==> src/hw/core_macros.svh <==
// core configuration constants for widths, the CSR map and UART timing
`ifndef CORE_MACROS_SVH
`define CORE_MACROS_SVH

// data path width
`define XLEN 32
// instruction memory holds 2**IMEM_AW words
`define IMEM_AW 6

// board I/O
`define LED_W 4
`define BTN_W 4

// custom CSR map
`define LED_CSR 12'h7C0
`define BTN_CSR 12'h7C1
// write sends low byte, read gives busy in bit 0
`define UART_CSR 12'h7C2

// clocks per serial bit
`define UART_BIT_CLKS 16

`endif

==> src/hw/core_pkg.sv <==
// core package with instruction views, the control word and shared enums
`include "core_macros.svh"

package core_pkg;

  typedef logic [`XLEN-1:0] word_t;
  // byte address into instruction memory
  typedef logic [`IMEM_AW+1:0] addr_t;
  typedef logic [4:0] reg_idx_t;

  typedef enum logic [6:0] {
    op_lui    = 7'b0110111,
    op_imm    = 7'b0010011,
    op_reg    = 7'b0110011,
    op_branch = 7'b1100011,
    op_jal    = 7'b1101111,
    op_system = 7'b1110011
  } opcode_e;

  typedef struct packed {
    logic [6:0] funct7;
    reg_idx_t   rs2;
    reg_idx_t   rs1;
    logic [2:0] funct3;
    reg_idx_t   rd;
    logic [6:0] opcode;
  } r_fmt_t;

  // imm12 is also the CSR address for system instructions
  typedef struct packed {
    logic [11:0] imm12;
    reg_idx_t    rs1;
    logic [2:0]  funct3;
    reg_idx_t    rd;
    logic [6:0]  opcode;
  } i_fmt_t;

  typedef union packed {
    r_fmt_t r_fmt;
    i_fmt_t i_fmt;
  } instr_u;

  typedef enum logic [2:0] {
    alu_add,
    alu_sub,
    alu_and,
    alu_or,
    alu_xor,
    alu_slt,
    alu_pass_b
  } alu_op_e;

  typedef enum logic [1:0] {
    wb_alu,
    wb_pc_plus_4,
    wb_csr
  } wb_sel_e;

  typedef struct packed {
    reg_idx_t    rs1;
    reg_idx_t    rs2;
    reg_idx_t    rd;
    word_t       imm;
    alu_op_e     alu_op;
    logic        b_is_imm;
    wb_sel_e     wb_sel;
    logic        rf_we;
    logic        branch;
    logic        branch_ne;
    logic        jump;
    logic        csr_en;
    logic        csr_set;
    logic [11:0] csr_addr;
  } ctrl_t;

  typedef struct packed {
    logic               en;
    logic [`IMEM_AW-1:0] addr;
    word_t              data;
  } imem_load_t;

endpackage

==> src/hw/instr_decoder.sv <==
// instruction decoder turning one RV32I word into the control word
`timescale 1ns/10ps

module instr_decoder (
  input  core_pkg::instr_u instr,
  output core_pkg::ctrl_t  ctrl
);
  import core_pkg::*;

  word_t   raw;
  word_t   imm_i;
  word_t   imm_u;
  word_t   imm_b;
  word_t   imm_j;
  alu_op_e r_op;
  alu_op_e i_op;
  logic    r_ok;
  logic    i_ok;

  assign raw   = instr;
  assign imm_i = {{20{raw[31]}}, instr.i_fmt.imm12};
  assign imm_u = {raw[31:12], 12'b0};
  assign imm_b = {{19{raw[31]}}, raw[31], raw[7], raw[30:25], raw[11:8], 1'b0};
  assign imm_j = {{11{raw[31]}}, raw[31], raw[19:12], raw[20], raw[30:21], 1'b0};

  // register-register ops, only the base encodings
  always_comb begin
    r_ok = 1'b1;
    case ({instr.r_fmt.funct7, instr.r_fmt.funct3})
      {7'b0000000, 3'b000}: r_op = alu_add;
      {7'b0100000, 3'b000}: r_op = alu_sub;
      {7'b0000000, 3'b111}: r_op = alu_and;
      {7'b0000000, 3'b110}: r_op = alu_or;
      {7'b0000000, 3'b100}: r_op = alu_xor;
      {7'b0000000, 3'b010}: r_op = alu_slt;
      default: begin
        r_op = alu_add;
        r_ok = 1'b0;
      end
    endcase
  end

  // immediate ops
  always_comb begin
    i_ok = 1'b1;
    case (instr.i_fmt.funct3)
      3'b000:  i_op = alu_add;
      3'b111:  i_op = alu_and;
      3'b110:  i_op = alu_or;
      3'b100:  i_op = alu_xor;
      default: begin
        i_op = alu_add;
        i_ok = 1'b0;
      end
    endcase
  end

  always_comb begin
    // anything not matched below stays a no-op
    ctrl = '0;
    case (instr.r_fmt.opcode)
      op_lui: begin
        ctrl.rd       = instr.i_fmt.rd;
        ctrl.imm      = imm_u;
        ctrl.alu_op   = alu_pass_b;
        ctrl.b_is_imm = 1'b1;
        ctrl.rf_we    = 1'b1;
      end
      op_imm: if (i_ok) begin
        ctrl.rs1      = instr.i_fmt.rs1;
        ctrl.rd       = instr.i_fmt.rd;
        ctrl.imm      = imm_i;
        ctrl.alu_op   = i_op;
        ctrl.b_is_imm = 1'b1;
        ctrl.rf_we    = 1'b1;
      end
      op_reg: if (r_ok) begin
        ctrl.rs1    = instr.r_fmt.rs1;
        ctrl.rs2    = instr.r_fmt.rs2;
        ctrl.rd     = instr.r_fmt.rd;
        ctrl.alu_op = r_op;
        ctrl.rf_we  = 1'b1;
      end
      // beq and bne only
      op_branch: if (instr.r_fmt.funct3[2:1] == 2'b00) begin
        ctrl.rs1       = instr.r_fmt.rs1;
        ctrl.rs2       = instr.r_fmt.rs2;
        ctrl.imm       = imm_b;
        ctrl.branch    = 1'b1;
        ctrl.branch_ne = instr.r_fmt.funct3[0];
      end
      op_jal: begin
        ctrl.rd     = instr.i_fmt.rd;
        ctrl.imm    = imm_j;
        ctrl.jump   = 1'b1;
        ctrl.wb_sel = wb_pc_plus_4;
        ctrl.rf_we  = 1'b1;
      end
      // csrrw is funct3 001, csrrs is 010
      op_system: if (instr.i_fmt.funct3 inside {3'b001, 3'b010}) begin
        ctrl.rs1      = instr.i_fmt.rs1;
        ctrl.rd       = instr.i_fmt.rd;
        ctrl.csr_en   = 1'b1;
        ctrl.csr_set  = instr.i_fmt.funct3[1];
        ctrl.csr_addr = instr.i_fmt.imm12;
        ctrl.wb_sel   = wb_csr;
        ctrl.rf_we    = 1'b1;
      end
      default: ;
    endcase
  end

  a_branch_jump_excl: assert final (!(ctrl.branch && ctrl.jump))
    else $error("decoder set branch and jump together");

endmodule

==> src/hw/reg_file.sv <==
// 32 x 32 register file, two asynchronous reads and one synchronous write
`timescale 1ns/10ps

module reg_file (
  input  logic            clk,
  input  logic            rst_n,
  input  logic [4:0]      rs1,
  input  logic [4:0]      rs2,
  input  logic [4:0]      rd,
  input  logic            we,
  input  core_pkg::word_t wdata,
  output core_pkg::word_t rdata1,
  output core_pkg::word_t rdata2
);
  import core_pkg::*;

  word_t regs [32];

  always_ff @(posedge clk) begin
    if (!rst_n) begin
      for (int i = 0; i < 32; i++) begin
        regs[i] <= '0;
      end
    end else if (we && rd != 5'd0) begin
      regs[rd] <= wdata;
    end
  end

  // x0 is cleared by reset and skipped by every write
  assign rdata1 = regs[rs1];
  assign rdata2 = regs[rs2];

  a_x0_zero: assert property (@(posedge clk) disable iff (!rst_n)
    rs1 == 5'd0 |-> rdata1 == '0)
    else $error("x0 read back nonzero");

endmodule

==> src/hw/alu_branch.sv <==
// ALU with branch compare and next PC selection
`timescale 1ns/10ps

module alu_branch (
  input  core_pkg::ctrl_t ctrl,
  input  core_pkg::addr_t pc,
  input  core_pkg::word_t a,
  input  core_pkg::word_t b,
  output core_pkg::word_t result,
  output core_pkg::word_t pc_plus_4,
  output core_pkg::addr_t next_pc
);
  import core_pkg::*;

  word_t op_b;
  logic  taken;

  assign op_b = ctrl.b_is_imm ? ctrl.imm : b;

  always_comb begin
    case (ctrl.alu_op)
      alu_add:    result = a + op_b;
      alu_sub:    result = a - op_b;
      alu_and:    result = a & op_b;
      alu_or:     result = a | op_b;
      alu_xor:    result = a ^ op_b;
      alu_slt:    result = word_t'($signed(a) < $signed(op_b));
      alu_pass_b: result = op_b;
      default:    result = '0;
    endcase
  end

  // compare always uses rs2, never the immediate
  assign taken = (ctrl.branch && ((a == b) ^ ctrl.branch_ne)) || ctrl.jump;

  assign pc_plus_4 = word_t'(pc) + word_t'(4);

  // offset wraps inside the small instruction space
  assign next_pc = taken ? pc + addr_t'(ctrl.imm) : addr_t'(pc_plus_4);

endmodule

==> src/hw/instr_mem.sv <==
// instruction RAM with asynchronous read and a word-wide load port
`timescale 1ns/10ps
`include "core_macros.svh"

module instr_mem (
  input  logic                 clk,
  input  core_pkg::imem_load_t load,
  input  core_pkg::addr_t      addr,
  output core_pkg::instr_u     instr
);
  import core_pkg::*;

  word_t mem [2**`IMEM_AW];

  // program load only while the core is halted
  always_ff @(posedge clk) begin
    if (load.en) begin
      mem[load.addr] <= load.data;
    end
  end

  // byte address to word index
  assign instr = mem[addr[`IMEM_AW+1:2]];

endmodule

==> src/hw/uart_tx.sv <==
// 8N1 serial transmitter with busy flag
`timescale 1ns/10ps
`include "core_macros.svh"

module uart_tx (
  input  logic       clk,
  input  logic       rst_n,
  input  logic       send,
  input  logic [7:0] data,
  output logic       busy,
  output logic       tx
);
  localparam int CNT_W    = $clog2(`UART_BIT_CLKS);
  localparam int LAST_BIT = 9;

  logic [CNT_W-1:0] clk_cnt;
  // 0 start, 1..8 data, 9 stop
  logic [3:0]       bit_idx;
  logic [8:0]       shift;
  logic             bit_end;

  assign bit_end = clk_cnt == CNT_W'(`UART_BIT_CLKS - 1);

  always_ff @(posedge clk) begin
    if (!rst_n) begin
      busy    <= 1'b0;
      tx      <= 1'b1;
      clk_cnt <= '0;
      bit_idx <= '0;
    end else if (!busy) begin
      if (send) begin
        // start bit goes out next cycle
        busy    <= 1'b1;
        tx      <= 1'b0;
        clk_cnt <= '0;
        bit_idx <= '0;
      end
    end else if (!bit_end) begin
      clk_cnt <= clk_cnt + 1'b1;
    end else begin
      clk_cnt <= '0;
      if (bit_idx == 4'(LAST_BIT)) begin
        busy <= 1'b0;
        tx   <= 1'b1;
      end else begin
        tx      <= shift[0];
        bit_idx <= bit_idx + 1'b1;
      end
    end
  end

  // data LSB first, stop bit rides on top
  always_ff @(posedge clk) begin
    if (!busy && send) begin
      shift <= {1'b1, data};
    end else if (busy && bit_end) begin
      shift <= {1'b1, shift[8:1]};
    end
  end

endmodule

==> src/hw/io_csr.sv <==
// CSR block mapping LEDs, buttons and the UART transmitter
`timescale 1ns/10ps
`include "core_macros.svh"

module io_csr (
  input  logic              clk,
  input  logic              rst_n,
  input  core_pkg::ctrl_t   ctrl,
  input  logic              retire,
  input  core_pkg::word_t   src,
  input  logic [`BTN_W-1:0] btn,
  input  logic              busy,
  output core_pkg::word_t   rdata,
  output logic [`LED_W-1:0] led,
  output logic              send,
  output logic [7:0]        tx_byte
);
  import core_pkg::*;

  logic              csr_write;
  logic [`LED_W-1:0] led_next;

  // csrrs with rs1 = x0 is a pure read
  assign csr_write = ctrl.csr_en && retire && !(ctrl.csr_set && ctrl.rs1 == 5'd0);

  always_comb begin
    case (ctrl.csr_addr)
      `LED_CSR:  rdata = word_t'(led);
      `BTN_CSR:  rdata = word_t'(btn);
      `UART_CSR: rdata = word_t'(busy);
      default:   rdata = '0;
    endcase
  end

  // set ORs the source in, write replaces
  assign led_next = ctrl.csr_set ? (led | src[`LED_W-1:0]) : src[`LED_W-1:0];

  always_ff @(posedge clk) begin
    if (!rst_n) begin
      led <= '0;
    end else if (csr_write && ctrl.csr_addr == `LED_CSR) begin
      led <= led_next;
    end
  end

  // dropped while the transmitter is busy, software polls
  assign send    = csr_write && ctrl.csr_addr == `UART_CSR && !busy;
  assign tx_byte = src[7:0];

  a_no_send_busy: assert property (@(posedge clk) disable iff (!rst_n)
    !(send && busy))
    else $error("uart send raised while busy");

  // transmitter has to take the byte on the same edge
  a_send_taken: assert property (@(posedge clk) disable iff (!rst_n)
    send |=> busy)
    else $error("uart send not accepted");

endmodule

==> src/hw/top_arty.sv <==
// Arty top level for the single-cycle RV32I subset core
`timescale 1ns/10ps
`include "core_macros.svh"

module top_arty (
  input  logic                 clk,
  input  logic                 rst_n,
  input  logic                 run,
  input  core_pkg::imem_load_t load,
  input  logic [`BTN_W-1:0]    btn,
  output logic [`LED_W-1:0]    led,
  output logic                 tx
);
  import core_pkg::*;

  addr_t      pc;
  addr_t      next_pc;
  instr_u     instr;
  ctrl_t      ctrl;
  word_t      rs1_data;
  word_t      rs2_data;
  word_t      alu_result;
  word_t      pc_plus_4;
  word_t      csr_rdata;
  word_t      wb_data;
  logic       uart_send;
  logic       uart_busy;
  logic [7:0] uart_byte;

  // one instruction per cycle while running
  always_ff @(posedge clk) begin
    if (!rst_n) begin
      pc <= '0;
    end else if (run) begin
      pc <= next_pc;
    end
  end

  instr_mem u_imem (
    .clk,
    .load,
    .addr (pc),
    .instr(instr)
  );

  instr_decoder u_decoder (
    .instr,
    .ctrl
  );

  reg_file u_rf (
    .clk,
    .rst_n,
    .rs1   (ctrl.rs1),
    .rs2   (ctrl.rs2),
    .rd    (ctrl.rd),
    .we    (ctrl.rf_we && run),
    .wdata (wb_data),
    .rdata1(rs1_data),
    .rdata2(rs2_data)
  );

  alu_branch u_alu (
    .ctrl,
    .pc,
    .a        (rs1_data),
    .b        (rs2_data),
    .result   (alu_result),
    .pc_plus_4(pc_plus_4),
    .next_pc  (next_pc)
  );

  // rs1 is the CSR write source
  io_csr u_csr (
    .clk,
    .rst_n,
    .ctrl,
    .retire (run),
    .src    (rs1_data),
    .btn,
    .busy   (uart_busy),
    .rdata  (csr_rdata),
    .led,
    .send   (uart_send),
    .tx_byte(uart_byte)
  );

  uart_tx u_uart (
    .clk,
    .rst_n,
    .send(uart_send),
    .data(uart_byte),
    .busy(uart_busy),
    .tx
  );

  // write-back select
  always_comb begin
    case (ctrl.wb_sel)
      wb_pc_plus_4: wb_data = pc_plus_4;
      wb_csr:       wb_data = csr_rdata;
      default:      wb_data = alu_result;
    endcase
  end

endmodule

==> config.mk <==
export PLATFORM = sky130hd
export DESIGN_NAME = top_arty
export DESIGN_NICKNAME = d
export VERILOG_FILES = /design/src/hw/core_pkg.sv /design/src/hw/instr_decoder.sv /design/src/hw/reg_file.sv /design/src/hw/alu_branch.sv /design/src/hw/instr_mem.sv /design/src/hw/uart_tx.sv /design/src/hw/io_csr.sv /design/src/hw/top_arty.sv
export VERILOG_INCLUDE_DIRS = /design/src /design/src/hw
export SDC_FILE = /design/constraint.sdc
export NUM_CORES = 2
export LEC_CHECK = 0
export BUFFER_PORTS_ARGS = -buffer_cell sky130_fd_sc_hd__clkbuf_2
export CORE_MARGIN = 3
export CORE_UTILIZATION = 30
export DETAILED_ROUTE_END_ITERATION = 6
export PLACE_DENSITY = 0.53
export SLEW_MARGIN = 40
export SYNTH_ARGS = -nofsm -noshare
export SYNTH_HDL_FRONTEND = slang
export SYNTH_HIERARCHICAL = 1
export SYNTH_SLANG_ARGS = --single-unit
==> constraint.sdc <==
create_clock -name clk -period 17.1 [get_ports clk]
set_input_delay 1.71 -clock clk [delete_from_list [all_inputs] [get_ports clk]]
set_output_delay 1.71 -clock clk [all_outputs]
set_load 0.03 [all_outputs]
[Word-level counts from Yosys, hierarchy flattened]
Memory sizes are Yosys's and may differ from the RTL's. A register that Yosys moved wholly into a read port is not among the register bits.
Index checks and enable logic that the tools add are counted.
Word-level totals
  RAM bits: 3072
  output and inout port bits: 5
  register bits after elaboration: 30
  memories: 2
  input port bits: 46
  word-level logic and storage cells: 143
Operators by class
  equality and inequality tests: 32
  add/subtract/negate cells: 6
  reduce and logical (&&, ||, !) cells: 29
  multiplexer cells: 61
  magnitude comparators: 1
  bitwise operators: 5
Memories
  u_imem.mem: words 64, width 32, read ports 1, clocked after memory_dff 1, write ports 1, line instr_mem.sv:13  | word_t mem [2**`IMEM_AW];
  u_rf.regs: words 32, width 32, read ports 2, clocked after memory_dff 0, write ports 32, line reg_file.sv:17  | word_t regs [32];
Operator list (number)
  32-bit one-hot mux with 7 select lines: 1
  32-bit one-hot mux with 4 select lines: 1
  32-bit 2-to-1 mux: 3
  32-bit one-hot mux with 2 select lines: 1
  41-bit 2-to-1 mux: 1
  5-bit one-hot mux with 4 select lines: 2
  12-bit by 11-bit == test with 1-bit output (second input constant): 3
  32-bit adder: 1
  32-bit AND: 1
  32-bit == test: 1
  32-bit less-than comparator: 1
  32-bit bitwise OR: 1
  32-bit OR reduction: 1
  32-bit subtractor: 1
  32-bit XOR: 1
  10-bit by 3-bit == test with 1-bit output (second input constant): 3
  14-bit 2-to-1 mux: 2
  4-bit 2-to-1 mux: 7
  8-bit 2-to-1 mux: 3
  7-bit == test (second input constant): 3
  1-bit 2-to-1 mux: 20
  5-bit 2-to-1 mux: 4
  3-bit == test (second input constant): 6
  3-bit one-hot mux with 3 select lines: 2
  40 further kinds: 64

[Logic depth before layout (Yosys ltp)]
  depth after elaboration: 13
  gate-level depth with buffers: 41
  depth with buffers taken out: 31

[Modules after synthesis]
The synthesis kept the hierarchy.
Modules (own cells, without submodules)
  instr_mem: instances 1, cells an instance 3292, area each 77874.7 µm²
  reg_file: instances 1, cells an instance 4609, area each 55715.9 µm²
  alu_branch: instances 1, cells an instance 1017, area each 6856.6 µm²
  uart_tx: instances 1, cells an instance 97, area each 947.2 µm²
  top_arty: instances 1, cells an instance 139, area each 940.9 µm²
  instr_decoder: instances 1, cells an instance 134, area each 927.1 µm²
  io_csr: instances 1, cells an instance 76, area each 595.6 µm²

[Least setup slack after synthesis]
OpenSTA, ideal clock, no wires.
  path type: reg2reg
  from: register pc[3] (netlist name)
  to: memory u_rf/regs[10][30] (netlist bit), data pin
  required time: 16.845 ns
  path slack: 8.884 ns
  setup time: 0.255 ns
  stages on the path, launching flop included: 37
  buffers on the path: 9
  data arrival time: 7.961 ns
  cells stage by stage: dfxtp_1 buf_2 clkbuf_1 clkbuf_1 mux4_2 mux4_2 o22ai_1 nor2_1 buf_2 or4b_1 buf_2 nor3_1 a32oi_1 nor3b_1 nor2b_1 buf_2 buf_2 buf_1 a21oi_1 nand3_1 nand3_1 mux2i_1 inv_1 fa_1 nor2_4 o221ai_2 a211o_1 or3_1 a31o_1 or3_1 nand3_2 mux2i_1 a211o_1 nand2_1 o21ai_1 clkbuf_1 and2_1
RTL lines (line)
  end: declaration: reg_file.sv:17

==> impl_metrics.yaml <==
synth:
  yosys.area.top_type_share: 0.643
  synth_cells: 9364
  synth_area_um2: 144000
  synth_edf_count: 3080
  synth-seq-cells: 3102
  synth-async-reset-ratio: 0
  synthFlopType: "edfxtp_1"
  synthTopCellsByArea: "edfxtp_1 (64%), mux4_2 (8.5%), mux2i_1 (8.1%)"
  ys_top_cells_by_count: "edfxtp_1 (3,080), mux2i_1 (1,169), and2_1 (1,018)"
  ys_types: 110
  ys_seq_area_frac: 0.646
  yosys_warnings: 6
  synth.most_common_cell: "edfxtp_1"
  syn_area_per_cell_um2: 15.4
  synth_top_area_cell: "edfxtp_1"
sta:
  max_slew_margin: 0.376
  fin_crit_sh: 0.739
  fin_ws_ns: 4.47
  finalSetupTns_ns: 0
  skew_ns: 0.0850
  fmax_mhz: 79.2
  hold_violations: 0
  worst_slew_pin_slew_ns: 0.932
  setup_viol: 0
  rsz0062_at_grt: "no"
  period_minus_slack_ns: 12.63
  drv_slew: 0
power:
  powerDensity_nw_per_um2: 104
  peakVddDrop_uv: 92.5
  p_leak_nw: 50.9
worst_setup_path:
  worstSetupStartpointType: "flip-flop"
  startpoint: "pc[3]"
  worst-endpoint-arrival_ns: 13.24
  endpoint_kind: "flip-flop"
  reg2regPathDepth: 32
  crit_end: "u_rf/regs[4][27]"
  worstReg2RegStart: "pc[3]"
  crit_type: "reg2reg"
  crit_path_max_fanout: 68
  r2r_slack_ns: 4.47
  max_stage_delay_ns: 0.77
  crit_top_cell: "buf_4"
  critPathSlowestCell: "and2_4"
  cp.required_ns: 17.71
  rr_endpoint: "u_rf/regs[4][27]"
cts:
  cts_setup_buffers: 0
  h-tree-depth: 5
  cts_tree: "done"
  cts-resized-gates: 0
  ctsHoldBuffers: 0
  clockBufferDepth: 4
  clk_latency_ns: 0.93
  cts_buffers: 315
  root_buffer: "clkbuf_16"
  clk_pin_slew_ns: 0.06
  clkSinkCount: 3102
flow_run:
  cap_viol_max_count: 0
finish:
  syn_to_final_growth_pct: 13.3
  final_core_util: 0.342
  multi_input_area_um2: 48400
  final_layout_size_suffix_gt1_frac: 0.168
  regArea_um2: 92900
  nets: 9509
  fillers: 45400
  stdcell_count: 16000
floorplan:
  die_w_um: 698
  die_y_um: 698
  coreArea_um2: 476000
  ios: 51
  rows: 253
  start_util: 0.302
  die_area_um2: 488000
global_routing:
  grtUsageTotal: 0.185
  grt_max_degree: 127
  grt_pass1_wl_um: 656000
  grt_overflow: 0
  grt_pass1_vias: 86700
  antenna_found_initial: 40
outcome:
  status: "completed"
detailed_routing:
  avgViaCountPerCell: 5.42
  drtAntennaViolNets: 0
  post_drt_wl_per_cell_um: 29.2
  drtPass1Iterations: 6
  vias: 86500
  drt_iter0_markers: 9945
  drcViolationCount: 0
  drt-total-wl_um: 467000
place:
  gp_congestion: 0.942
  io_buffers: 50
  place_inst: 15400
  place_ws_ns: 4.28
  post-dp-hpwl_um: 268000
worst_hold_path:
  hold_class: "reg2reg"
flip-flops by register name (all words and copies together), names as in the netlist:
name            flops
u_imem/mem       2048
u_rf/regs        1024
pc                  8
u_uart/shift        8
u_csr/led           4
u_uart/bit_idx      4
u_uart/clk_cnt      4
u_uart/busy         1
u_uart/tx           1
placed cells by master, fill, tap and decap left out, types with 83 or more instances in the layout:
| master | instances |
|---|---|
| edfxtp_1 | 3080 |
| mux2i_1 | 1169 |
| and2_1 | 1016 |
| mux4_2 | 545 |
| a21oi_1 | 373 |
| nand2_1 | 345 |
| clkbuf_16 | 318 |
| buf_4 | 261 |
| a22oi_1 | 245 |
| nand3_1 | 219 |
| nor2_1 | 171 |
| a22o_1 | 136 |
| ha_1 | 112 |
| inv_1 | 110 |
| o22ai_1 | 102 |
| nor3_1 | 84 |
| conb_1 | 83 |
worst max-delay path: cells and delay by family, from the launching register on:
| family | cells | cell delay (ns) |
|---|---|---|
| AOI/OAI and AO/OA | 11 | 3.72 |
| adders and majority gates | 1 | 0.31 |
| buffers and inverters | 6 | 2.35 |
| DFF | 1 | 0.67 |
| muxes | 2 | 0.67 |
| and+or+nand+nor | 12 | 4.34 |
how the worst min path moves through the flow:
| stage | startpoint | end | slack, ns | depth (start not counted) |
|---|---|---|---|---|
| global placement | u_uart/bit_idx[1] | u_uart/bit_idx[1] | 0.47 | 2 |
| detailed placement | u_uart/bit_idx[1] | u_uart/bit_idx[1] | 0.49 | 2 |
| global route | u_uart/bit_idx[0] | u_uart/bit_idx[0] | 0.54 | 2 |
| finish | u_uart/bit_idx[1] | u_uart/bit_idx[1] | 0.50 | 2 |
| CTS | u_uart/bit_idx[1] | u_uart/bit_idx[1] | 0.50 | 2 |
| floorplan | u_uart/bit_idx[1] | u_uart/bit_idx[1] | 0.46 | 2 |
stage by stage:
stage	power, mW	hold slack (ns)	cell area, um2
2_1_floorplan	9.63	0.460	144000
3_3_place_gp	10.2	0.473	152000
3_5_place_dp	10.3	0.494	153000
4_1_cts	17.1	0.501	163000
5_1_grt	17.5	0.541	163000
6_report	17.0	0.495	163000
logic make-up after synthesis:
group | after synthesis | share of synthesized area
other | 3 | 0.0000783
AOI/OAI and AO/OA | 1318 | 0.0617
buffers and inverters | 898 | 0.0297
xor gates and xnor gates | 54 | 0.00329
adders and majority gates | 116 | 0.0102
muxes | 1719 | 0.167
DFF | 3102 | 0.646
and+or+nand+nor | 2154 | 0.0819
final cells by class:
cell class	count	share of cell area
Sequential cell	3102	0.570
Multi-Input combinational cell	5444	0.297
Clock buffer	388	0.0505
Tap cell	6375	0.0489
Timing Repair Buffer	371	0.0204
Clock inverter	165	0.0103
Inverter	113	0.00260
Antenna cell	16	0.000246
where the power goes:
part	switching (mW)	leakage (nW)	internal (mW)	total, mW
Clock	2.94	4.85	3.90	6.84
Sequential	0.0589	29.2	8.48	8.53
Combinational	1.08	16.8	0.517	1.59
Total	4.07	50.9	12.9	17.0
per-layer routing:
metal,global-route usage,wire (um),up-vias
met4,0.0675,18400,8
met5,0,47,-
met3,0.0303,36900,800
li1,-,-,36200
met1,0.254,195000,45600
met2,0.295,216000,3952
Power figures use the tool's default switching activity.
